File: config.mk
export PLATFORM = sky130hd
export DESIGN_NAME = desc_csr_port
export DESIGN_NICKNAME = d
export VERILOG_FILES = /design/src/design/desc_pkg.sv /design/src/design/desc_csr_port.sv
export SDC_FILE = /design/constraint.sdc
export NUM_CORES = 1
export LEC_CHECK = 0
export BUFFER_PORTS_ARGS = -buffer_cell sky130_fd_sc_hd__buf_2
export CORE_AREA = 2 2 195 197
export CTS_CLUSTER_DIAMETER = 30
export CTS_CLUSTER_SIZE = 28
export DETAILED_ROUTE_END_ITERATION = 16
export DIE_AREA = 0 0 197 199
export GPL_TIMING_DRIVEN = 0
export MAX_ROUTING_LAYER = met4
export PLACE_DENSITY_LB_ADDON = 0.15
export SYNTH_ARGS = -nofsm -noshare
export SYNTH_HDL_FRONTEND = slang
export SYNTH_SLANG_ARGS = --single-unit
File: constraint.sdc
create_clock -name clk -period 3.1 [get_ports clk]
set_clock_uncertainty 0.1 [all_clocks]
set_input_delay 0.155 -clock clk [delete_from_list [all_inputs] [get_ports clk]]
set_output_delay 0.155 -clock clk [all_outputs]
set_load 0.05 [all_outputs]
File: src/design/desc_pkg.sv
// Descriptor types for the host-to-card queue, regular and stored formats
// Counter, pointer and index words, status flags and format conversions
`default_nettype none

package desc_pkg;

   // Wrap bit position in the pointer status words
   localparam int PTR_WRAP_BIT = 15;

   typedef logic [31:0] cnt_t;
   typedef logic [15:0] ptr_reg_t;
   typedef logic [PTR_WRAP_BIT-1:0] ring_idx_t;
   typedef logic [63:0] dma_addr_t;
   typedef logic [31:0] dma_len_t;
   typedef logic [7:0] user_t;

   // Regular descriptor as seen by the host
   typedef struct packed {
      logic [21:0] reserved;
      user_t       user;
      logic        spb;
      logic        eop;
      dma_addr_t   src_addr;
      dma_len_t    len;
   } host_desc_t;

   // Stored form, reserved bits stripped
   typedef struct packed {
      user_t     user;
      logic      spb;
      logic      eop;
      dma_addr_t src_addr;
      dma_len_t  len;
   } sav_desc_t;

   typedef struct packed {
      logic oflow;
      logic uflow;
      logic full;
      logic empty;
   } desc_status_t;

   function automatic sav_desc_t to_sav(input host_desc_t d);
      sav_desc_t s;
      s.user     = d.user;
      s.spb      = d.spb;
      s.eop      = d.eop;
      s.src_addr = d.src_addr;
      s.len      = d.len;
      return s;
   endfunction

   function automatic host_desc_t from_sav(input sav_desc_t s);
      host_desc_t d;
      d.reserved = '0;
      d.user     = s.user;
      d.spb      = s.spb;
      d.eop      = s.eop;
      d.src_addr = s.src_addr;
      d.len      = s.len;
      return d;
   endfunction

endpackage

`default_nettype wire

File: src/design/desc_csr_port.sv
// CSR access to the descriptor RAM
// Request latching, acknowledge and read data conversion
`default_nettype none

module desc_csr_port (
   input  logic                 clk,
   input  logic                 rst_n,
   input  logic                 csr_wr,
   input  logic                 csr_rd,
   input  desc_pkg::ring_idx_t  csr_addr,
   input  desc_pkg::host_desc_t csr_wdata,
   output logic                 csr_wr_pend,
   output logic                 csr_rd_pend,
   output desc_pkg::ring_idx_t  csr_addr_q,
   output desc_pkg::sav_desc_t  csr_wdata_q,
   input  logic                 csr_wr_grant,
   input  logic                 csr_rd_grant,
   input  desc_pkg::sav_desc_t  ram_rdata,
   output logic                 csr_ack,
   output desc_pkg::host_desc_t csr_rdata
);
   import desc_pkg::*;

   // RAM data is valid the cycle after a read grant
   logic rd_grant_q;

   always_ff @(posedge clk) begin
      if (!rst_n) begin
         csr_wr_pend <= 1'b0;
         csr_rd_pend <= 1'b0;
         rd_grant_q  <= 1'b0;
         csr_ack     <= 1'b0;
      end else begin
         if (csr_wr) begin
            csr_wr_pend <= 1'b1;
         end else if (csr_wr_grant) begin
            csr_wr_pend <= 1'b0;
         end
         if (csr_rd) begin
            csr_rd_pend <= 1'b1;
         end else if (csr_rd_grant) begin
            csr_rd_pend <= 1'b0;
         end
         rd_grant_q <= csr_rd_grant;
         csr_ack    <= csr_wr_grant | rd_grant_q;
      end
   end

   // Arguments held until the grant
   always_ff @(posedge clk) begin
      if (csr_wr || csr_rd) begin
         csr_addr_q <= csr_addr;
      end
      if (csr_wr) begin
         csr_wdata_q <= to_sav(csr_wdata);
      end
   end

   always_ff @(posedge clk) begin
      if (rd_grant_q) begin
         csr_rdata <= from_sav(ram_rdata);
      end
   end

   a_ack_after_req: assert property (@(posedge clk) disable iff (!rst_n)
      csr_ack |-> $past(csr_wr_pend) || $past(csr_rd_pend, 2))
      else $error("csr_ack without a pending request");

endmodule

`default_nettype wire

After elaboration in Yosys (flattened, before gate mapping)
Index checks and enable logic that the tools add are counted.
Cells by class
  mux-type cells: 4
  bitwise logic cells: 1
  reductions and logical operators: 3
Operators by type and width (number)
  $mux 1: 4
  $reduce_bool 2->1: 2
  $logic_or 1x1->1: 1
  $or 1x1->1: 1
Storage, ports and cells
  flip-flop bits (word level): 231
  input bits: 255

Logic depth before layout (Yosys ltp)
  depth in word-level cells: 2
  depth in mapped cells: 2
  depth with buffers taken out: 2

Worst setup path after synthesis
Ideal clock, no wire load.
  kind: register -> register
  start point: register rd_grant_q
  end point: register csr_rdata[0] (netlist bit) (enable)
  setup time: 0.475 ns
  data arrival time: 2.608 ns
  required time: 2.525 ns
  path slack: -0.083 ns
  cell stages (with the launch flop): 1
  path through: dfxtp_1
RTL lines
  start, declared: line desc_csr_port.sv:25  | logic rd_grant_q;
  start signal, assigned: line desc_csr_port.sv:44  | rd_grant_q <= csr_rd_grant;
  end signal, assigned: line desc_csr_port.sv:61  | csr_rdata <= from_sav(ram_rdata);
  end, declared: line desc_csr_port.sv:20  | output desc_pkg::host_desc_t csr_rdata
No word-level cell between the ends.

Worst setup path in the final report
  start point: input port csr_wr
  end point: register csr_addr_q[9] (enable)
Between the ends
  longest elaborated chain between the ends: 1
Ends and longest elaborated chain
  start, declared: line desc_csr_port.sv:8  | input logic csr_wr,
  $logic_or 1x1->1: line desc_csr_port.sv:51  | if (csr_wr || csr_rd) begin
  end signal, assigned: line desc_csr_port.sv:52  | csr_addr_q <= csr_addr;
  end, declared: line desc_csr_port.sv:14  | output desc_pkg::ring_idx_t csr_addr_q,
Every way passes these cells.
A chain may end at the register's enable or synchronous reset.

==> flow_summary.ini <==
[sta]
timing.hold.ws_ns = 0.196
setup_viol = 0
fin_crit_sh = 0.635
period_needed_ns = 1.97
setup_ws_ns = 1.13
slew_viol_final = 0
final.setup.tns_ns = 0
hold_violations = 0
rsz0062_at_grt = no
max_freq_mhz = 508
max_slew_margin = 0.568
tightest_slew_ns = 0.648

[setup_path]
end_kind = flop
reg2reg_slack_ns = 1.45
rr_startpoint = rd_grant_q
worst-path-max-fanout = 69
r2r_cells = 2
criticalPathCategory = in -> reg
worstPathRequired_ns = 3.18
regToRegEndpoint = csr_ack
worstSetupStartpointType = input pin
crit_arrival_ns = 2.05

[detailed_routing]
drt_iter0_drc = 147
via_per_inst = 3.55
drc = 0
ant_nets = 0
drt_first_pass_iters = 4
route.detailed.wl_per_inst_um = 15.6
drt-total-wl_um = 24600
routed-via-count = 5610

[clock_tree]
clock_latency_ns = 0.55
clk_pin_slew_ns = 0.04
clockBufferDepth = 3
cts_tree = yes
clkSinkCount = 231
root_buffer = clkbuf_16
numCtsBuffers = 69
htree_levels = 3

[placement]
finalWeightedCongestion = 0.705
portBuffers = 462
dp_slack_ns = 1.06
post_dp_cell_area_mm2 = 0.0102
hpwl_um = 16800

[min_path]
worst_hold_path.endpoint = csr_wdata_q[35]
hold_depth = 2
min_path_type = in -> reg
hp-start = csr_wdata[35]

[synthesis]
synth-seq-area-share = 0.970
synth_cell_types = 8
synth-compound-area-share = 0.00317
ys_warn_count = 0
yosys.area_share.simple = 0.00352
synthXorXnorAreaFrac = 0
ys_seq_elements = 231
synthAdderAreaFrac = 0
synthCells = 261
synth_mux_area_frac = 0
netlist_area_mm2 = 0.00711
synth_largest_area_cell = edfxtp_1
synth_area_leaders = edfxtp_1, buf_4, dfxtp_1
synth_top_cell_area_share = 0.958
synth_top_family_by_area = buffers and inverters
synth_area_per_cell_um2 = 27.3

[cells_and_area]
area_growth_syn_to_layout_pct = 111
fin_nets = 1307
layout_commonest_cell = buf_2
final_area_mm2 = 0.0150
mostFrequentLayoutCells = buf_2, dlygate4sd3_1, edfxtp_1, clkbuf_16
drive_above_1_share = 0.544

[die]
dieArea_mm2 = 0.0392
initial_core_util = 0.192
design.core.area_mm2 = 0.0371
die_w_um = 197
die_h_um = 199
num_rows = 71
ios = 507

[power_and_ir_drop]
p_total_w = 0.0125
leakage_nw = 6.42
peakVddDrop_v = 0.000470
power_density_mw_per_mm2 = 833

[global_routing]
busiest_layer = met2
antenna_found_initial = 2
grt_start_max_net_pins = 70
globalRoute.totalOverflow = 0
grt_usage = 0.125
grt_use_met2 = 0.208
grt_pass1_vias = 6207
use_met3 = 0.0537
grt_util_met1 = 0.123
grt_pass1_wl_um = 34900

[flow_run]
cap_violations = 0

[status]
status = finished, final reports clean
Yosys cell counts:
library cell and n:
conb_1 1, dfxtp_1 4, and2_1 1, buf_4 22, or2_1 1, o21a_1 3, edfxtp_1 227, nor2b_1 2
power by group:
group / switching [W] / internal (W)
registers: 0.0000590 / 0.00367
clock network: 0.00214 / 0.00522
logic: 0.000959 / 0.000445
total: 0.00316 / 0.00933
repair_timing:
action                                  CTS  global route
resized for setup                         0             0
endpoints found under the setup margin    0             0
hold buffers                            235             0
setup buffers                             0             0
endpoints found under the hold margin   270             0
metrics by stage:
stage          utilization  std cells
2_1_floorplan            -        282
3_3_place_gp         0.272       1218
3_5_place_dp         0.274       1220
4_1_cts              0.403       1581
5_1_grt              0.403       1582
6_report             0.403       1582
worst max-delay path: stages:
cell and delay [ns]:
dlygate4sd3_1 0.54, buf_6 0.36, buf_16 0.35, or2_1 0.58
worst max-delay path by stage:
stage	from	to	slack [ns]	cells past startpoint
detailed placement	csr_wr	csr_addr_q[5]	1.06	3
CTS	csr_wr	csr_addr_q[9]	1.11	4
global placement	csr_wr	csr_addr_q[0]	-0.18	2
global route	csr_wr	csr_addr_q[13]	0.97	4
floorplan	rd_grant_q	csr_rdata[0]	1.06	0
finish	csr_wr	csr_addr_q[9]	1.13	4
registers in the layout, indices dropped and copies added (netlist names):
name	cells
csr_rdata	106
csr_wdata_q	106
csr_addr_q	15
csr_ack	1
csr_rd_pend	1
csr_wr_pend	1
rd_grant_q	1
cells by family (layout without fill, tap and decap cells):
group	count (synthesis)	after routing
other	1	23
flip-flops	231	231
AO/OA/AOI/OAI	3	3
AND/OR/NAND/NOR	4	4
buffers and inverters	22	847
routing by layer:
| layer | vias up | wire length [µm] |
|---|---|---|
| li1 | 2620 | - |
| met5 | - | 0 |
| met2 | 366 | 12400 |
| met3 | 54 | 2680 |
| met4 | 0 | 707 |
| met1 | 2570 | 8780 |
final cells by class:
cell class / instances / area [µm²]
fillers: 3507 / 22200
plain buffers: 22 / 165
diodes: 1 / 2.50
well taps: 474 / 593
multi-input cells: 29 / 130
clock buffers: 73 / 1760
repair buffers: 699 / 4730
flip-flops and latches: 231 / 6900
clock inverters: 53 / 703
(Power assumes the default switching activity.)
