<file path="config.mk">
export PLATFORM = sky130hd
export DESIGN_NAME = desc_prefetch
export DESIGN_NICKNAME = d
export VERILOG_FILES = /design/src/design/desc_pkg.sv /design/src/design/desc_prefetch.sv
export SDC_FILE = /design/constraint.sdc
export NUM_CORES = 1
export LEC_CHECK = 0
export BUFFER_PORTS_ARGS = -buffer_cell sky130_fd_sc_hd__buf_2
export CAP_MARGIN = 30
export CORE_MARGIN = 2
export CORE_UTILIZATION = 52
export DETAILED_ROUTE_END_ITERATION = 16
export GPL_TIMING_DRIVEN = 0
export PLACE_DENSITY = 0.88
export SLEW_MARGIN = 15
export SYNTH_ARGS = -nofsm -noshare
export SYNTH_HDL_FRONTEND = slang
export SYNTH_SLANG_ARGS = --single-unit
</file>
<file path="constraint.sdc">
create_clock -name clk -period 6.8 [get_ports clk]
set_input_delay 0 -clock clk [delete_from_list [all_inputs] [get_ports clk]]
set_output_delay 0 -clock clk [all_outputs]
set_load 0.02 [all_outputs]
</file>
<file path="src/design/desc_pkg.sv">
// Descriptor types for the host-to-card queue, regular and stored formats
// Counter, pointer and index words, status flags and format conversions
`default_nettype none

package desc_pkg;

   // Wrap bit position in the pointer status words
   localparam int PTR_WRAP_BIT = 15;

   typedef logic [31:0] cnt_t;
   typedef logic [15:0] ptr_reg_t;
   typedef logic [PTR_WRAP_BIT-1:0] ring_idx_t;
   typedef logic [63:0] dma_addr_t;
   typedef logic [31:0] dma_len_t;
   typedef logic [7:0] user_t;

   // Regular descriptor as seen by the host
   typedef struct packed {
      logic [21:0] reserved;
      user_t       user;
      logic        spb;
      logic        eop;
      dma_addr_t   src_addr;
      dma_len_t    len;
   } host_desc_t;

   // Stored form, reserved bits stripped
   typedef struct packed {
      user_t     user;
      logic      spb;
      logic      eop;
      dma_addr_t src_addr;
      dma_len_t  len;
   } sav_desc_t;

   typedef struct packed {
      logic oflow;
      logic uflow;
      logic full;
      logic empty;
   } desc_status_t;

   function automatic sav_desc_t to_sav(input host_desc_t d);
      sav_desc_t s;
      s.user     = d.user;
      s.spb      = d.spb;
      s.eop      = d.eop;
      s.src_addr = d.src_addr;
      s.len      = d.len;
      return s;
   endfunction

   function automatic host_desc_t from_sav(input sav_desc_t s);
      host_desc_t d;
      d.reserved = '0;
      d.user     = s.user;
      d.spb      = s.spb;
      d.eop      = s.eop;
      d.src_addr = s.src_addr;
      d.len      = s.len;
      return d;
   endfunction

endpackage

`default_nettype wire

</file>
<file path="src/design/desc_prefetch.sv">
// Flow-through prefetch towards the data mover
// Two-entry buffer filled ahead from the RAM, underflow flag
`default_nettype none

module desc_prefetch (
   input  logic                 clk,
   input  logic                 rst_n,
   input  logic                 ram_empty,
   input  desc_pkg::sav_desc_t  ram_rdata,
   output logic                 ram_pop,
   input  logic                 dm_pop,
   output logic                 dm_valid,
   output desc_pkg::host_desc_t dm_desc,
   output logic                 uflow
);
   import desc_pkg::*;

   sav_desc_t  slot_q [2];
   logic [1:0] cnt;
   logic [1:0] occ;
   logic       inflight;
   logic       wr_sel;
   logic       rd_sel;
   logic       take;

   assign dm_valid = (cnt != 2'd0);
   assign dm_desc  = from_sav(slot_q[rd_sel]);
   assign take     = dm_pop & dm_valid;

   // Buffered entries plus the read still on its way from the RAM
   assign occ     = cnt + {1'b0, inflight};
   assign ram_pop = ~ram_empty & ((occ < 2'd2) | take);

   always_ff @(posedge clk) begin
      if (!rst_n) begin
         cnt      <= 2'd0;
         inflight <= 1'b0;
         wr_sel   <= 1'b0;
         rd_sel   <= 1'b0;
         uflow    <= 1'b0;
      end else begin
         inflight <= ram_pop;
         cnt      <= cnt + {1'b0, inflight} - {1'b0, take};
         if (inflight) begin
            wr_sel <= ~wr_sel;
         end
         if (take) begin
            rd_sel <= ~rd_sel;
         end
         uflow <= dm_pop & ~dm_valid;
      end
   end

   always_ff @(posedge clk) begin
      if (inflight) begin
         slot_q[wr_sel] <= ram_rdata;
      end
   end

   a_hold_until_pop: assert property (@(posedge clk) disable iff (!rst_n)
      dm_valid && !dm_pop |=> dm_valid && $stable(dm_desc))
      else $error("dm_desc dropped or changed without a pop");

endmodule

`default_nettype wire

</file>
# Word level (Yosys, flattened, before mapping)
# Memories as Yosys holds them, arrays and structs flattened. A register that Yosys moved wholly into a read port is not among the register bits.
# Cells that the tools add are included.
# word_totals
reg_bits,6
latch_bits,0
mem_bits_rw,212
rom_bits,0
wordCells,22
memories,1
# op_classes
n_addsub,2
n_mul,0
div,0
magnitude_cmp,1
eq_ne,0
n_shift,0
muxes,4
bitwise,8
reduce_logical,1
# mem_list
memory,words,word_bits,read_ports,rd_ports_with_merged_regs,write_ports,line,rtl
slot_q,2,106,1,1,1,desc_prefetch.sv:18,sav_desc_t slot_q [2];
# op_table
cell,count
2-to-1 mux 1 bit,4
NOT 1 bit,4
AND 1 bit,3
adder 2 x 1 -> 2 bit,1
"< comparator 2 bit, second input constant",1
nonzero test 2 bit,1
subtractor 2 x 1 -> 2 bit,1
bitwise OR 1 bit,1

# Logic depth before layout (Yosys ltp)
# logic_depth
word_depth,4
depth_mapped,5
depth_no_buf,5

# Worst setup path after synthesis
# No wires, ideal clock.
# synth_path
kind,register to register
startpoint,reg inflight
endpoint,mem slot_q[0][0] (netlist bit) (enable)
arrival_time_ns,5.044
t_required_ns,6.215
path_slack_ns,1.172
path_stages_with_launch,2
path_buffers,0
path_cell_list,dfxtp_1 -> nor2b_1
# synth_between
elab_chain_cells,2
# synth_lines
item,line,rtl
from (decl),desc_prefetch.sv:21,logic inflight;
from (signal assigned),desc_prefetch.sv:42,inflight <= ram_pop;
2-to-1 mux 1 bit,desc_prefetch.sv:55,if (inflight) begin
2-to-1 mux 1 bit (implied by the code),desc_prefetch.sv:56,slot_q[wr_sel] <= ram_rdata;
to (decl),desc_prefetch.sv:18,
# No other way between the ends.

# Worst setup path in the final report
# layout_path
startpoint,reg cnt[0]
endpoint,reg inflight
# layout_between
elab_chain_cells,4
# layout_lines
item,line,rtl
from (decl),desc_prefetch.sv:19,logic [1:0] cnt;
from (signal assigned),desc_prefetch.sv:43,"cnt <= cnt + {1'b0, inflight} - {1'b0, take};"
adder 2 x 1 -> 2 bit or nonzero test 2 bit (tied branches),"desc_prefetch.sv:31, desc_prefetch.sv:26",
< comparator 2 bit or AND 1 bit (tied branches),"desc_prefetch.sv:32, desc_prefetch.sv:28",
bitwise OR 1 bit (*),desc_prefetch.sv:32,assign ram_pop = ~ram_empty & ((occ < 2'd2) | take);
AND 1 bit (*),desc_prefetch.sv:32,
# Mark *: on every way between the ends. The rest lies on a longest branch, timed or not.
# A chain may end at the register's enable or synchronous reset.

==> results.sh <==
export IMPL_outcome="completed"
export IMPL_crit_type="register to register"
export IMPL_clkLatencyLatePin_ps=490
export IMPL_grt_pass1_wl_um=26930
export IMPL_port_buffers=218
export IMPL_fillers=891
export IMPL_syn_area_um2=8290
export IMPL_viasPerCell=4.844
export IMPL_timing_fmax_mhz=526.2
export IMPL_die_area_um2=16970
export IMPL_slew_violations=0
export IMPL_p_seq_share_pct=41.7
export IMPL_stdcell_area_um2=11700
export IMPL_holdBufCountCts=111
export IMPL_coreArea_um2=15710
export IMPL_power_uw=3929
export IMPL_crit_arrival_ps=2320
export IMPL_io_pins=241
export IMPL_layout_cells_non_filler=995
export IMPL_final_common_cell="buf_2"
export IMPL_finalHoldViolCount=0
export IMPL_met3_length_um=1251
export IMPL_m1WireLength_um=6607
export IMPL_overflow=0
export IMPL_power_frac_clock_pct=30.6
export IMPL_synth_seq_cells=219
export IMPL_start_util_pct=52.76
export IMPL_rr_worst_depth=4
export IMPL_antenna_left=0
export IMPL_drc=0
export IMPL_grt_max_degree=61
export IMPL_yosysTopAreaCell="edfxtp_1"
export IMPL_clock_sinks=219
export IMPL_required_ps=7220
export IMPL_ys_seq_area_share_pct=78.48
export IMPL_path_max_fanout=4
export IMPL_hold_depth=2
export IMPL_hold_end="slot_q[0][102]"
export IMPL_highest_layer="met4"
export IMPL_placed_cell_area_um2=9863
export IMPL_drt_pre_antenna_iters=4
export IMPL_swShare_pct=28.00
export IMPL_die_w_um=130.3
export IMPL_fin_crit_sh_pct=27.95
export IMPL_worst_pin_slew_ps=699.6
export IMPL_synth_cell_types=24
export IMPL_grt_pass1_vias=5092
export IMPL_power_density_nw_per_um2=335.9
export IMPL_p_comb_share_pct=27.8
export IMPL_antenna_found_initial=0
export IMPL_wl_met2_um=10090
export IMPL_syn_inst=384
export IMPL_yosysWarnings=0
export IMPL_place_hpwl_um=10840
export IMPL_p_leak_uw=0.004591
export IMPL_rows=46
export IMPL_peakVddDrop_mv=0.3388
export IMPL_drt_total_wl_um=18380
export IMPL_timing_hold_ws_ps=231.9
export IMPL_ctsResizeCount=0
export IMPL_wl_per_cell_um=18.47
export IMPL_relSlewSlack_pct=53.36
export IMPL_ff2ff_setup_slack_ps=4900
export IMPL_hp_class="input pin to register"
export IMPL_dpl_cell_count=844
export IMPL_endpoint_kind="register"
export IMPL_r2r_start="cnt[0]"
export IMPL_skew_ps=10.27
export IMPL_final_cell_mix="buf_2, edfxtp_1, dlygate4sd3_1, mux2_2, mux2_4"
export IMPL_cts_buffer_depth=3
export IMPL_grt_use_total_pct=21.16
export IMPL_place_gp_congestion=0.7292
export IMPL_cts_inserted_buffers=23
export IMPL_rsz0062_at_grt="false"
export IMPL_cts_clk_slew_worst_paths_ps=60
export IMPL_htreeDepth=1
export IMPL_drt_iter0_drc=234
export IMPL_setup_viol=0
export IMPL_maxCapViolations=0
export IMPL_rr_endpoint="inflight"
export IMPL_utilization_pct=74.45
export IMPL_min_from="ram_rdata[102]"
export IMPL_drive_above_1_share_pct=50.71
export IMPL_syn2layout_area_growth_pct=41.11
export IMPL_intPower_uw=2829
export IMPL_num_vias=4820
export IMPL_nNetsFinal=876
export IMPL_switching_power_uw=1100
export IMPL_worst_setup_path_start_kind="register"
export IMPL_root_buffer="clkbuf_16"
export IMPL_diodes=0
export IMPL_cts_tree="built"
export IMPL_post_cts_buffers=0
export IMPL_period_needed_ps=1901
export IMPL_synth_top_cell_area_share_pct=76.79
export IMPL_synthTopCellsByArea="edfxtp_1, mux2_2, mux2_4"
export IMPL_die_y_um=130.3
export IMPL_synth_area_per_cell_um2=21.59
[kinds of logic (layout without fill, tap and decap cells)]
family	count (synthesis)	in the layout	share of synthesized area (%)
and+or+nand+nor	11	11	0.6643
buffers and inverters	37	411	3.305
adders and majority gates	2	2	0.3018
xor gates and xnor gates	2	2	0.3773
muxes	108	108	16.45
other	1	22	0.04523
AOI/OAI and AO/OA	4	4	0.3774
DFF	219	219	78.48
[cells in the mapped netlist]
library cell / count
nor3b_1: 1
mux2_4: 40
a21boi_0: 1
mux2i_1: 2
dfxtp_1: 7
ha_1: 2
or2_2: 1
nand2_1: 2
nand2b_1: 1
o21a_1: 1
buf_2: 6
conb_1: 1
xnor3_1: 1
xnor2_1: 1
a2111oi_0: 1
mux2_2: 66
buf_4: 22
buf_6: 6
nor2_1: 4
and2_1: 1
edfxtp_1: 212
a211oi_1: 1
nor2b_1: 1
inv_1: 3
[state kept, by name, indices dropped and copies added (netlist names), named ones only]
register	count
cnt	2
inflight	1
rd_sel	1
slot_q	212
uflow	1
wr_sel	1
[power groups by stage]
| stage | registers [µW] | logic, µW | clock network [µW] |
|---|---|---|---|
| after floorplan | 1670 | 717 | 0 |
| after global placement | 1680 | 984 | 0 |
| after detailed placement | 1660 | 1030 | 0 |
| after CTS | 1630 | 1090 | 1220 |
| after global routing | 1640 | 1160 | 1280 |
| final | 1640 | 1090 | 1200 |
[worst max-delay path: stages (launching register included)]
cell and delay, ps:
dfxtp_1 340, ha_1 250, a21boi_0 180, a2111oi_0 430, dlygate4sd3_1 630
[cell type report]
cell class / count / area [µm²] / share of cell area (%)
plain buffers: 34 / 262.8 / 2.246
clock buffers: 27 / 590.6 / 5.048
clock inverters: 13 / 133.9 / 1.144
multi-input cells: 149 / 1599 / 13.67
inverters: 3 / 11.26 / 0.09626
flip-flops and latches: 219 / 6506 / 55.62
repair buffers: 334 / 2325 / 19.87
well taps: 216 / 270.3 / 2.310
[per-stage QoR]
stage | setup slack [ps] | TNS [ps]
global route | 4851 | 0
floorplan | 1172 | 0
finish | 4899 | 0
CTS | 4815 | 0
global placement | -1008 | -106380
detailed placement | 4969 | 0
[how the worst max path moves through the flow]
stage                  start       endpoint  slack, ps  depth (start not counted)
finish                cnt[0]       inflight       4900                          4
global route        inflight       inflight       4850                          4
CTS                   cnt[0]       inflight       4810                          4
detailed placement    wr_sel   slot_q[1][3]       4970                          2
global placement      wr_sel  slot_q[0][88]      -1010                          1
floorplan           inflight   slot_q[0][0]       1170                          1
[layer usage]
metal  global-route usage, %  vias to the layer above
li1                        -                     2219
met1                   22.86                     2371
met2                   40.56                      199
met3                   4.961                       31
met4                   7.084                        0
met5                       0                        -
(Power assumes the default switching activity.)
