### src/design/desc_pkg.sv
// Descriptor types for the host-to-card queue, regular and stored formats
// Counter, pointer and index words, status flags and format conversions
`default_nettype none

package desc_pkg;

   // Wrap bit position in the pointer status words
   localparam int PTR_WRAP_BIT = 15;

   typedef logic [31:0] cnt_t;
   typedef logic [15:0] ptr_reg_t;
   typedef logic [PTR_WRAP_BIT-1:0] ring_idx_t;
   typedef logic [63:0] dma_addr_t;
   typedef logic [31:0] dma_len_t;
   typedef logic [7:0] user_t;

   // Regular descriptor as seen by the host
   typedef struct packed {
      logic [21:0] reserved;
      user_t       user;
      logic        spb;
      logic        eop;
      dma_addr_t   src_addr;
      dma_len_t    len;
   } host_desc_t;

   // Stored form, reserved bits stripped
   typedef struct packed {
      user_t     user;
      logic      spb;
      logic      eop;
      dma_addr_t src_addr;
      dma_len_t  len;
   } sav_desc_t;

   typedef struct packed {
      logic oflow;
      logic uflow;
      logic full;
      logic empty;
   } desc_status_t;

   function automatic sav_desc_t to_sav(input host_desc_t d);
      sav_desc_t s;
      s.user     = d.user;
      s.spb      = d.spb;
      s.eop      = d.eop;
      s.src_addr = d.src_addr;
      s.len      = d.len;
      return s;
   endfunction

   function automatic host_desc_t from_sav(input sav_desc_t s);
      host_desc_t d;
      d.reserved = '0;
      d.user     = s.user;
      d.spb      = s.spb;
      d.eop      = s.eop;
      d.src_addr = s.src_addr;
      d.len      = s.len;
      return d;
   endfunction

endpackage

`default_nettype wire

### src/design/desc_credit.sv
// Credit consumed and limit counters, completed descriptor counter
// Write-back request pulses
`default_nettype none

module desc_credit #(
   parameter int DESC_DEPTH = 64
) (
   input  logic           clk,
   input  logic           rst_n,
   input  logic           host_wr_q,
   input  logic           dm_pop,
   input  logic           dm_cnt_inc,
   input  logic           clr_cdt_consumed,
   input  logic           clr_cdt_limit,
   input  logic           clr_desc_cnt,
   output desc_pkg::cnt_t cdt_consumed,
   output desc_pkg::cnt_t cdt_limit,
   output desc_pkg::cnt_t desc_cnt,
   output logic           wb_limit_req,
   output desc_pkg::cnt_t wb_limit,
   output logic           wb_cnt_req,
   output desc_pkg::cnt_t wb_cnt
);
   import desc_pkg::*;

   localparam cnt_t LIMIT_INIT = cnt_t'(DESC_DEPTH);

   // Clear wins over increment
   function automatic cnt_t cnt_next(input logic clr, input logic inc,
                                     input cnt_t cur, input cnt_t init);
      if (clr) begin
         return init;
      end
      return inc ? cur + cnt_t'(1) : cur;
   endfunction

   always_ff @(posedge clk) begin
      if (!rst_n) begin
         cdt_consumed <= '0;
         cdt_limit    <= LIMIT_INIT;
         desc_cnt     <= '0;
         wb_limit_req <= 1'b0;
         wb_cnt_req   <= 1'b0;
      end else begin
         cdt_consumed <= cnt_next(clr_cdt_consumed, host_wr_q, cdt_consumed, '0);
         cdt_limit    <= cnt_next(clr_cdt_limit, dm_pop, cdt_limit, LIMIT_INIT);
         desc_cnt     <= cnt_next(clr_desc_cnt, dm_cnt_inc, desc_cnt, '0);
         wb_limit_req <= dm_pop;
         wb_cnt_req   <= dm_cnt_inc;
      end
   end

   // Counters already hold the new value when the request fires
   assign wb_limit = cdt_limit;
   assign wb_cnt   = desc_cnt;

endmodule

`default_nettype wire

### config.mk
export PLATFORM = sky130hd
export DESIGN_NAME = desc_credit
export DESIGN_NICKNAME = d
export VERILOG_FILES = /design/src/design/desc_pkg.sv /design/src/design/desc_credit.sv
export SDC_FILE = /design/constraint.sdc
export NUM_CORES = 1
export LEC_CHECK = 0
export BUFFER_PORTS_ARGS = -buffer_cell sky130_fd_sc_hd__buf_2
export CAP_MARGIN = 20
export CELL_PAD_IN_SITES_DETAIL_PLACEMENT = 1
export CELL_PAD_IN_SITES_GLOBAL_PLACEMENT = 1
export CORE_MARGIN = 2
export CORE_UTILIZATION = 25
export CTS_BUF_LIST = sky130_fd_sc_hd__clkbuf_8 sky130_fd_sc_hd__clkbuf_16
export CTS_CLUSTER_DIAMETER = 150
export CTS_CLUSTER_SIZE = 10
export DETAILED_ROUTE_END_ITERATION = 8
export PLACE_DENSITY = 0.58
export SYNTH_ARGS = -nofsm -noshare
export SYNTH_HDL_FRONTEND = slang
export SYNTH_SLANG_ARGS = --single-unit
### constraint.sdc
create_clock -name clk -period 4.2 [get_ports clk]
set_input_delay 0.42 -clock clk [delete_from_list [all_inputs] [get_ports clk]]
set_output_delay 0.42 -clock clk [all_outputs]
set_load 0.005 [all_outputs]
======== Word-level counts from Yosys, hierarchy flattened ========
Cells that the tools add are included.
cells by class
  $add $sub $neg .......................... 3
  $mul .................................... 0
  div/mod/pow operators ................... 0
  magnitude comparators ................... 0
  eq/ne operators ......................... 0
  shift operators ......................... 0
  muxes and demuxes ....................... 15
  bitwise gates (word level) .............. 0
  reduce and logical (&&, ||, !) cells .... 3
operators with widths
  operator                                        number
  two-way mux 32 bit                              9
  adder 32 x 1 -> 32 bit (second input constant)  3
  two-way mux 1 bit                               6
  nonzero test 2 bit                              3
storage, ports and cells
  bits in registers ....................... 98
  bits in latches ......................... 0
  RAM bits ................................ 0
  bits in read-only memories .............. 0
  bits of input ports ..................... 8
  output and inout bits ................... 162
  logic and storage cells ................. 26
  memories kept ........................... 0

======== Logic depth before layout (Yosys ltp) ========
Gate-level depths: netlist of run 1.
  depth after elaboration ................. 3
  mapped depth ............................ 7
  mapped depth without buffers ............ 5

======== Least setup slack after synthesis of run 1 ========
Ideal clock, no wire load.
  path type ............................... flip-flop to flip-flop
  start ................................... reg cdt_limit[0]
  end ..................................... reg cdt_limit[28]
  library setup time ...................... 0.070 ns
  arrival time ............................ 1.928 ns
  data required time ...................... 4.130 ns
  slack ................................... 2.201 ns
  stages on the path, launching flop included .. 7
  path buffers ............................ 1
  period minus slack after synthesis ...... 1.999 ns
  cell sequence ........................... dfxtp_1 -> ha_1 -> o211ai_4 -> or4_1 -> buf_2 -> or4_1 -> a21oi_1
on the way
  longest elaborated chain between the ends .. 3
RTL lines
  what                              RTL line           text
  start, declared                   desc_credit.sv:17  output desc_pkg::cnt_t cdt_limit,
  start signal, assigned            desc_credit.sv:46  cdt_limit <= cnt_next(clr_cdt_limit, dm_pop, cdt_limit, LIMIT_INIT);
  adder 32 x 1 -> 32 bit            desc_credit.sv:34  return inc ? cur + cnt_t'(1) : cur;
  two-way mux 32 bit (2 in series)  desc_credit.sv:34
No other way between the ends. The select of a mux whose other input is x is not followed.
A chain may end at the register's enable or synchronous reset.

======== Worst setup path after layout of run 1 ========
  start ................................... reg cdt_limit[12]
  end ..................................... reg cdt_limit[21]
Same word-level chain as after synthesis.

==> impl_metrics.yaml, run 1 <==
outcome:
  status: "complete, no violations"
cts:
  post_cts_resized: 0
  clk_latency_ns: 0.35
  clockBufferDepth: 2
  root_buffer: "clkbuf_16"
  ctsHoldBuffers: 0
  h-tree-depth: 3
  cts_tree: "built"
  post_cts_buffers: 0
  cts_buffers: 9
  clk_pin_slew_worst_paths_ns: 0.07
  clock_sinks: 98
synthesis:
  yosysWarnings: 0
  synth_seq_cells: 98
  yosys.area.top_type: "dfxtp_1"
  synth_edf_count: 0
  yosysSeqAreaShare_pct: 38.0
  synth_area_leaders: "dfxtp_1 38%, buf_4 9.5%, o31ai_1 5.8%, or4_1 5.8%, a21oi_1 5.0%"
  synth.avg_cell_area_sq_um: 8.51
  synth_ff_type: "dfxtp_1"
  async_flop_share_pct: 0
  yosys.cell_count.top_type: "dfxtp_1"
  ys_types: 41
  syn_area_sq_um: 5160
  yosys-top-cells-count: "98 x dfxtp_1, 65 x buf_4, 52 x a21oi_1"
  syn_inst: 606
  synth_top_area_share_pct: 38.0
  synth_nets: 617
timing:
  tightestPinTransition_ns: 1.09
  fin_skew_ns: 0.00896
  final_hold_viol_count: 0
  fin_ws_ns: 1.58
  fmax_ghz: 0.382
  fin_crit_sh_pct: 62.4
  tns_ns: 0
  drv_slew: 0
  period_minus_slack_ns: 2.62
  slew_headroom_pct: 27.0
  rsz0062_at_grt: "false"
  finalSetupViolations: 0
floorplan:
  ioPinCount: 170
  rows: 52
  initial_core_util_pct: 25.5
  core_area_sq_um: 20200
  die_w_um: 148
  dieHeight_um: 148
  die-area_sq_um: 21800
worst_setup_path:
  reg2reg_setup_slack_ns: 1.58
  crit_family: "simple AND/OR/NAND/NOR gates"
  start_kind: "register"
  rr_endpoint: "cdt_limit[21]"
  worstRegToRegCells: 4
  cp.arrival_ns: 2.88
  crit_path_end_kind: "register"
  slowest_stage: "nand4_1"
  path_class: "register to register"
  cp.required_ns: 4.46
  worst_path_largest_cell_delay_ns: 0.81
  crit_chain: "and4_1, nand4_1, or4_1, a21oi_1"
  crit_path_max_fanout: 26
  rr_startpoint: "cdt_limit[12]"
  crit_buf_inv: 0
pwr:
  power_mw: 1.96
  p_leak_nw: 2.40
  peakVddDrop_mv: 0.166
  power_density_nw_per_um2: 319
grt:
  grt_pass1_wl_um: 24200
  grt-ovfl-total: 0
  antenna_found_initial: 1
  grt_max_degree: 30
  grt_pass1_vias: 4598
  grt_usage_pct: 13.7
hold_path:
  hold_depth: 2
  hold_end: "wb_cnt_req"
  hp-class: "input pin to register"
  hp-start: "dm_cnt_inc"
routing:
  vias: 4809
  dr_wl_met2_um: 7460
  drc: 0
  wl_um: 15100
  vias_per_cell: 4.96
  drt-met1-wl_um: 6870
  top_layer_used: "met4"
  antenna_left: 0
  first_iter_violations: 180
  first_pass_iters: 5
  route.met3.wl_um: 601
  wl_per_cell_um: 15.6
final_layout:
  drive_gt1_share_pct: 27.2
  antenna_cells: 0
  nFillCells: 2407
  layout.nets: 705
  area_delta_synth_final_pct: 18.7
place:
  dp_hpwl_um: 11200
  port_buffers: 169
  place_worst_setup_slack_ns: 1.63
  place.gp.congestion: 0.762
job:
  drv_cap: 0
cells by family after synthesis:
family / share of synthesized area [%]
adders and majority gates: 0.728
DFF: 38.0
buffers and inverters: 12.5
and+or+nand+nor: 26.9
muxes: 1.75
xor gates and xnor gates: 5.77
AOI/OAI and AO/OA: 14.3
sequential cells by signal, indices dropped and copies added (netlist names):
signal / cells
cdt_consumed: 32
cdt_limit: 32
desc_cnt: 32
wb_cnt_req: 1
wb_limit_req: 1
worst max-delay path by stage:
stage,start,endpoint,slack [ns],cells after the start
6_report,cdt_limit[12],cdt_limit[21],1.58,4
5_1_grt,cdt_limit[11],cdt_limit[30],1.38,4
4_1_cts,cdt_limit[11],cdt_limit[20],1.62,4
3_5_place_dp,cdt_limit[11],cdt_limit[21],1.63,4
3_3_place_gp,cdt_limit[6],cdt_limit[23],1.78,4
2_1_floorplan,cdt_limit[0],cdt_limit[28],2.20,6
layout by cell type (no fill, tap or decap), drive strengths merged, types with 10 or more instances in the layout:
| master | instances |
|---|---|
| dfxtp | 98 |
| or4 | 40 |
| a21oi | 52 |
| clkbuf | 10 |
| inv | 12 |
| and3 | 12 |
| xor2 | 17 |
| nand2b | 10 |
| o31ai | 40 |
| buf | 172 |
| nand3 | 32 |
| nor2 | 36 |
| nand4 | 21 |
| nand2 | 43 |
| xnor2 | 17 |
| and4 | 16 |
final cells by class:
class                   count  area [sq um]  area share, %
clock buffers              10           239           3.90
flip-flops and latches     98          1960           32.0
well taps                 270           338           5.51
clock inverters             6           111           1.82
repair buffers            172           888           14.5
multi-input cells         404          2550           41.7
inverters                   9          33.8          0.551
layer usage:
| layer | vias up | global-route usage, % |
|---|---|---|
| li1 | 2340 | - |
| met1 | 2355 | 17.1 |
| met2 | 104 | 23.5 |
| met3 | 10 | 2.90 |
| met4 | 0 | 4.09 |
| met5 | - | 0 |
through the flow:
stage	hold WS (ns)	cell area (sq um)	instances	utilization, %
final	0.398	6130	969	30.3
after global routing	0.392	6130	969	30.3
after CTS	0.377	6090	967	30.1
after detailed placement	0.493	5740	951	28.4
after global placement	0.471	5740	951	28.4
after floorplan	0.459	5160	606	-
power by group:
group          internal [mW]  switching (mW)
clock                  0.601           0.376
combinational         0.0149          0.0291
sequential             0.931         0.00344
Note: power is estimated with default switching activity, not from simulation.
==> run 2, diff against run 1 <==
--- a/config.mk
+++ b/config.mk
@@ -15,7 +15,7 @@
 export CTS_CLUSTER_DIAMETER = 150
 export CTS_CLUSTER_SIZE = 10
 export DETAILED_ROUTE_END_ITERATION = 8
-export PLACE_DENSITY = 0.58
+export PLACE_DENSITY = 0.6
 export SYNTH_ARGS = -nofsm -noshare
 export SYNTH_HDL_FRONTEND = slang
 export SYNTH_SLANG_ARGS = --single-unit
==> constraint.sdc (replaced) <==
create_clock -name clk -period 2.38 [get_ports clk]
set_input_delay 0.238 -clock clk [delete_from_list [all_inputs] [get_ports clk]]
set_output_delay 0.238 -clock clk [all_outputs]
set_load 0.005 [all_outputs]
==> impl_metrics.yaml, run 2 (synthesis results as in run 1) <==
cts:
  clockBufferDepth: 2
  post_cts_buffers: 0
  root_buffer: "clkbuf_16"
  cts_tree: "built"
  cts_buffers: 9
  clk_pin_slew_worst_paths_ns: 0.07
  post_cts_resized: 0
  clock_sinks: 98
  h-tree-depth: 3
  ctsHoldBuffers: 0
  clk_latency_ns: 0.35
routing:
  wl_per_cell_um: 15.1
  drc: 0
  first_iter_violations: 132
  vias: 4864
  antenna_left: 0
  vias_per_cell: 4.92
  wl_um: 15000
  first_pass_iters: 4
grt:
  grt_pass1_wl_um: 24600
  grt-ovfl-total: 0
  grt_usage_pct: 13.8
  grt_max_degree: 30
  antenna_found_initial: 1
  grt_pass1_vias: 4632
outcome:
  status: "complete, no violations"
final_layout:
  drive_gt1_share_pct: 29.1
  final_common_cell: "buf_2"
  nFillCells: 2436
  mostFrequentLayoutCells: "169 x buf_2, 98 x dfxtp_1, 52 x a21oi_1"
  area_delta_synth_final_pct: 20.9
  layout.nets: 725
  regArea_sq_um: 1960
  multi_input_area_sq_um: 2550
  top_regs: "cdt_consumed x32, cdt_limit x32, desc_cnt x32"
  final_util_pct: 30.8
worst_setup_path:
  cp.required_ns: 2.66
  crit_path_end_kind: "register"
  cp.arrival_ns: 2.43
  slowest_stage: "or4_1"
  worst_path_largest_cell_delay_ns: 0.69
  crit_chain: "ha_1, o211ai_4, or4_1, or4_1, a21oi_1"
  crit_top_cell: "or4_1"
  start_kind: "register"
  crit_path_max_fanout: 8
  path_class: "register to register"
timing:
  fin_crit_sh_pct: 90.5
  period_minus_slack_ns: 2.15
  tns_ns: 0
  drv_slew: 0
  fmax_ghz: 0.464
  slew_headroom_pct: 61.2
  tightestPinTransition_ns: 0.581
  final_hold_viol_count: 0
  finalSetupViolations: 0
  fin_skew_ns: 0.00922
  hold_ws_ns: 0.223
  rsz0062_at_grt: "false"
floorplan:
  core_area_sq_um: 20200
  rows: 52
  initial_core_util_pct: 25.5
  dieHeight_um: 148
  ioPinCount: 170
  die-area_sq_um: 21800
  die_w_um: 148
hold_path:
  hp-class: "input pin to register"
place:
  dp_hpwl_um: 10900
  port_buffers: 169
  place.gp.congestion: 0.736
pwr:
  p_leak_nw: 2.47
  power_density_nw_per_um2: 546
  peakVddDrop_mv: 0.271
job:
  drv_cap: 0
==> run 2: cell count changes in the layout (fill, tap and decap cells not counted) <==
cell / change
buf_4: +21
clkinvlp_4: +2
inv_6: -2
buf_16: -1
clkbuf_8: -1
diode_2: +1
inv_1: -1
==> run 2: area by class of cell <==
cell class                      count  area share [%]
Sequential cell                    98            31.4
Clock inverter                      5            1.68
Tap cell                          270            5.41
Antenna cell                        1          0.0401
Multi-Input combinational cell    404            40.9
Inverter                            9           0.541
Clock buffer                        9            3.61
Timing Repair Buffer              192            16.3
==> run 2: report_power, final <==
group	total [mW]	internal, mW	leakage (nW)	switching, mW
registers	1.65	1.64	0.790	0.00445
logic	0.0785	0.0262	1.52	0.0522
clock network	1.68	1.02	0.154	0.662
==> run 2: metrics by stage <==
step / setup slack, ns / instances / power, mW / area, sq um
floorplan: 0.381 / 606 / 1.74 / 5160
global placement: 0.314 / 973 / 1.77 / 5910
detailed placement: 0.221 / 973 / 1.77 / 5910
CTS: 0.204 / 987 / 3.47 / 6240
global route: 0.0630 / 987 / 3.54 / 6240
finish: 0.225 / 988 / 3.41 / 6240
==> run 2: routing by layer <==
layer  vias to the layer above  share of wire, %  track usage, %
li1                       2380                 -               -
met4                         0               2.4            5.87
met5                         -                 0               0
met2                       133                44            21.3
met3                        22               4.4            2.22
met1                      2329                49            19.0
==> run 2: worst paths after layout <==
kind | slack [ns] | start | depth (start not counted) | endpoint
worst min-delay path | 0.22 | host_wr_q | 3 | cdt_consumed[0]
worst min register to register | 0.48 | cdt_consumed[31] | 2 | cdt_consumed[31]
worst max register to register | 0.23 | cdt_limit[1] | 5 | cdt_limit[26]
worst max-delay path | 0.23 | cdt_limit[1] | 5 | cdt_limit[26]
==> run 2: worst max-delay path, delay by kind of cell, from the launching register on <==
kind,cells,cell delay [ns]
flops,1,0.41
compound gates,2,0.28
fa+ha+maj,1,0.25
simple gates,2,1.14
==> run 3, diff against run 2 <==
--- a/config.mk
+++ b/config.mk
@@ -10,12 +10,13 @@
 export CELL_PAD_IN_SITES_DETAIL_PLACEMENT = 1
 export CELL_PAD_IN_SITES_GLOBAL_PLACEMENT = 1
 export CORE_MARGIN = 2
-export CORE_UTILIZATION = 25
+export CORE_UTILIZATION = 33
 export CTS_BUF_LIST = sky130_fd_sc_hd__clkbuf_8 sky130_fd_sc_hd__clkbuf_16
 export CTS_CLUSTER_DIAMETER = 150
 export CTS_CLUSTER_SIZE = 10
 export DETAILED_ROUTE_END_ITERATION = 8
-export PLACE_DENSITY = 0.6
+export HOLD_SLACK_MARGIN = 0.02
+export PLACE_DENSITY = 0.76
 export SYNTH_ARGS = -nofsm -noshare
 export SYNTH_HDL_FRONTEND = slang
 export SYNTH_SLANG_ARGS = --single-unit
==> impl_metrics.yaml, run 3 (synthesis results as in run 1) <==
worst_setup_path:
  worstRegToRegCells: 5
  cp.required_ns: 2.66
  crit_path_end_kind: "register"
  rr_startpoint: "cdt_limit[1]"
  rr_endpoint: "cdt_limit[28]"
  reg2reg_setup_slack_ns: 0.18
  start_kind: "register"
  crit_path_max_fanout: 8
  path_class: "register to register"
  cp.arrival_ns: 2.48
routing:
  first_iter_violations: 235
  antenna_left: 0
  vias: 4867
  wl_per_cell_um: 15.7
  wl_um: 14400
  drc: 0
  first_pass_iters: 4
  vias_per_cell: 5.31
grt:
  grt_usage_pct: 17.5
  antenna_found_initial: 0
  use_met1_pct: 23.1
  grt_pass1_vias: 4705
  grt_use_met2_pct: 28.4
  grt_max_degree: 27
  grt.busiest_layer: "met2"
  grt-ovfl-total: 0
  met3_usage_pct: 3.01
  grt_pass1_wl_um: 23800
floorplan:
  die-area_sq_um: 16700
  rows: 45
  dieHeight_um: 129
  initial_core_util_pct: 33.8
  die_w_um: 129
  core_area_sq_um: 15300
  ioPinCount: 170
final_layout:
  final_cells: 917
  nFillCells: 1836
  final_common_cell: "buf_2"
  layout.nets: 712
  mostFrequentLayoutCells: "169 x buf_2, 98 x dfxtp_1, 52 x a21oi_1"
  antenna_cells: 0
  top_regs: "cdt_consumed x32, cdt_limit x32, desc_cnt x32"
  final_util_pct: 39.7
  area_delta_synth_final_pct: 17.3
  drive_gt1_share_pct: 27.9
hold_path:
  hp-class: "input pin to register"
  hold_depth: 2
  hp-start: "dm_cnt_inc"
  hold_end: "wb_cnt_req"
timing:
  finalSetupViolations: 0
  rsz0062_at_grt: "false"
  fin_crit_sh_pct: 92.6
  tightestPinTransition_ns: 0.535
  tns_ns: 0
  drv_slew: 0
  fmax_ghz: 0.454
  period_minus_slack_ns: 2.20
  fin_skew_ns: 0.00977
  fin_ws_ns: 0.176
  final_hold_viol_count: 0
  slew_headroom_pct: 64.3
pwr:
  p_leak_nw: 2.40
  power_mw: 3.31
  p_sw_mw: 0.721
  p_int_mw: 2.59
  combPwrFrac_pct: 2.3
  peakVddDrop_mv: 0.325
  swShare_pct: 21.8
  power_density_nw_per_um2: 547
  p_seq_share_pct: 49.8
  p_clk_share_pct: 47.9
cts:
  post_cts_resized: 0
  cts_tree: "built"
  clockBufferDepth: 2
  ctsHoldBuffers: 0
  h-tree-depth: 3
  clock_sinks: 98
  post_cts_buffers: 0
  cts_buffers: 9
  root_buffer: "clkbuf_16"
  clk_pin_slew_worst_paths_ns: 0.07
  clk_latency_ns: 0.35
place:
  place.gp.congestion: 0.812
  dp_cells: 901
  place_worst_setup_slack_ns: 0.240
  port_buffers: 169
  dp_hpwl_um: 10500
job:
  drv_cap: 0
outcome:
  status: "complete, no violations"
## run 3: per-stage QoR
| stage | area (sq um) | hold WS, ns |
|---|---|---|
| after floorplan | 5160 | 0.365 |
| after global placement | 5740 | 0.454 |
| after detailed placement | 5740 | 0.468 |
| after CTS | 6050 | 0.202 |
| after global routing | 6050 | 0.210 |
| final | 6050 | 0.220 |
## run 3: critical path, stage by stage (launching register included)
cell	delay, ns
dfxtp_1	0.42
ha_1	0.25
o211ai_4	0.12
or4_1	0.70
or4_1	0.48
a21oi_1	0.17
## run 3: worst max path at each step
stage,from,to,cells past startpoint
6_report,cdt_limit[1],cdt_limit[28],5
3_3_place_gp,cdt_limit[1],cdt_limit[26],5
4_1_cts,cdt_limit[1],cdt_limit[28],5
5_1_grt,cdt_limit[1],cdt_limit[28],5
2_1_floorplan,cdt_limit[0],cdt_limit[28],6
3_5_place_dp,cdt_limit[1],cdt_limit[26],5
## run 3: final cells by class
class | count | area [sq um] | area share, %
clock buffer | 9 | 225 | 3.72
sequential | 98 | 1960 | 32.4
timing repair buffer | 179 | 921 | 15.2
multi-input combinational | 404 | 2550 | 42.2
clock inverter | 7 | 93.8 | 1.55
inverter | 9 | 33.8 | 0.558
tap | 211 | 264 | 4.36
## run 3: per-layer routing
layer | vias up | part of all wire [%]
met5 | - | 0
met1 | 2379 | 47
li1 | 2355 | -
met4 | 0 | 1.8
met3 | 18 | 4.0
met2 | 115 | 48
## run 3: power groups by stage
| stage | Combinational, mW | Clock, mW | Sequential [mW] |
|---|---|---|---|
| floorplan | 0.0480 | 0 | 1.69 |
| global placement | 0.0754 | 0 | 1.69 |
| detailed placement | 0.0779 | 0 | 1.69 |
| CTS | 0.0781 | 1.63 | 1.65 |
| global route | 0.0854 | 1.69 | 1.65 |
| finish | 0.0765 | 1.59 | 1.65 |
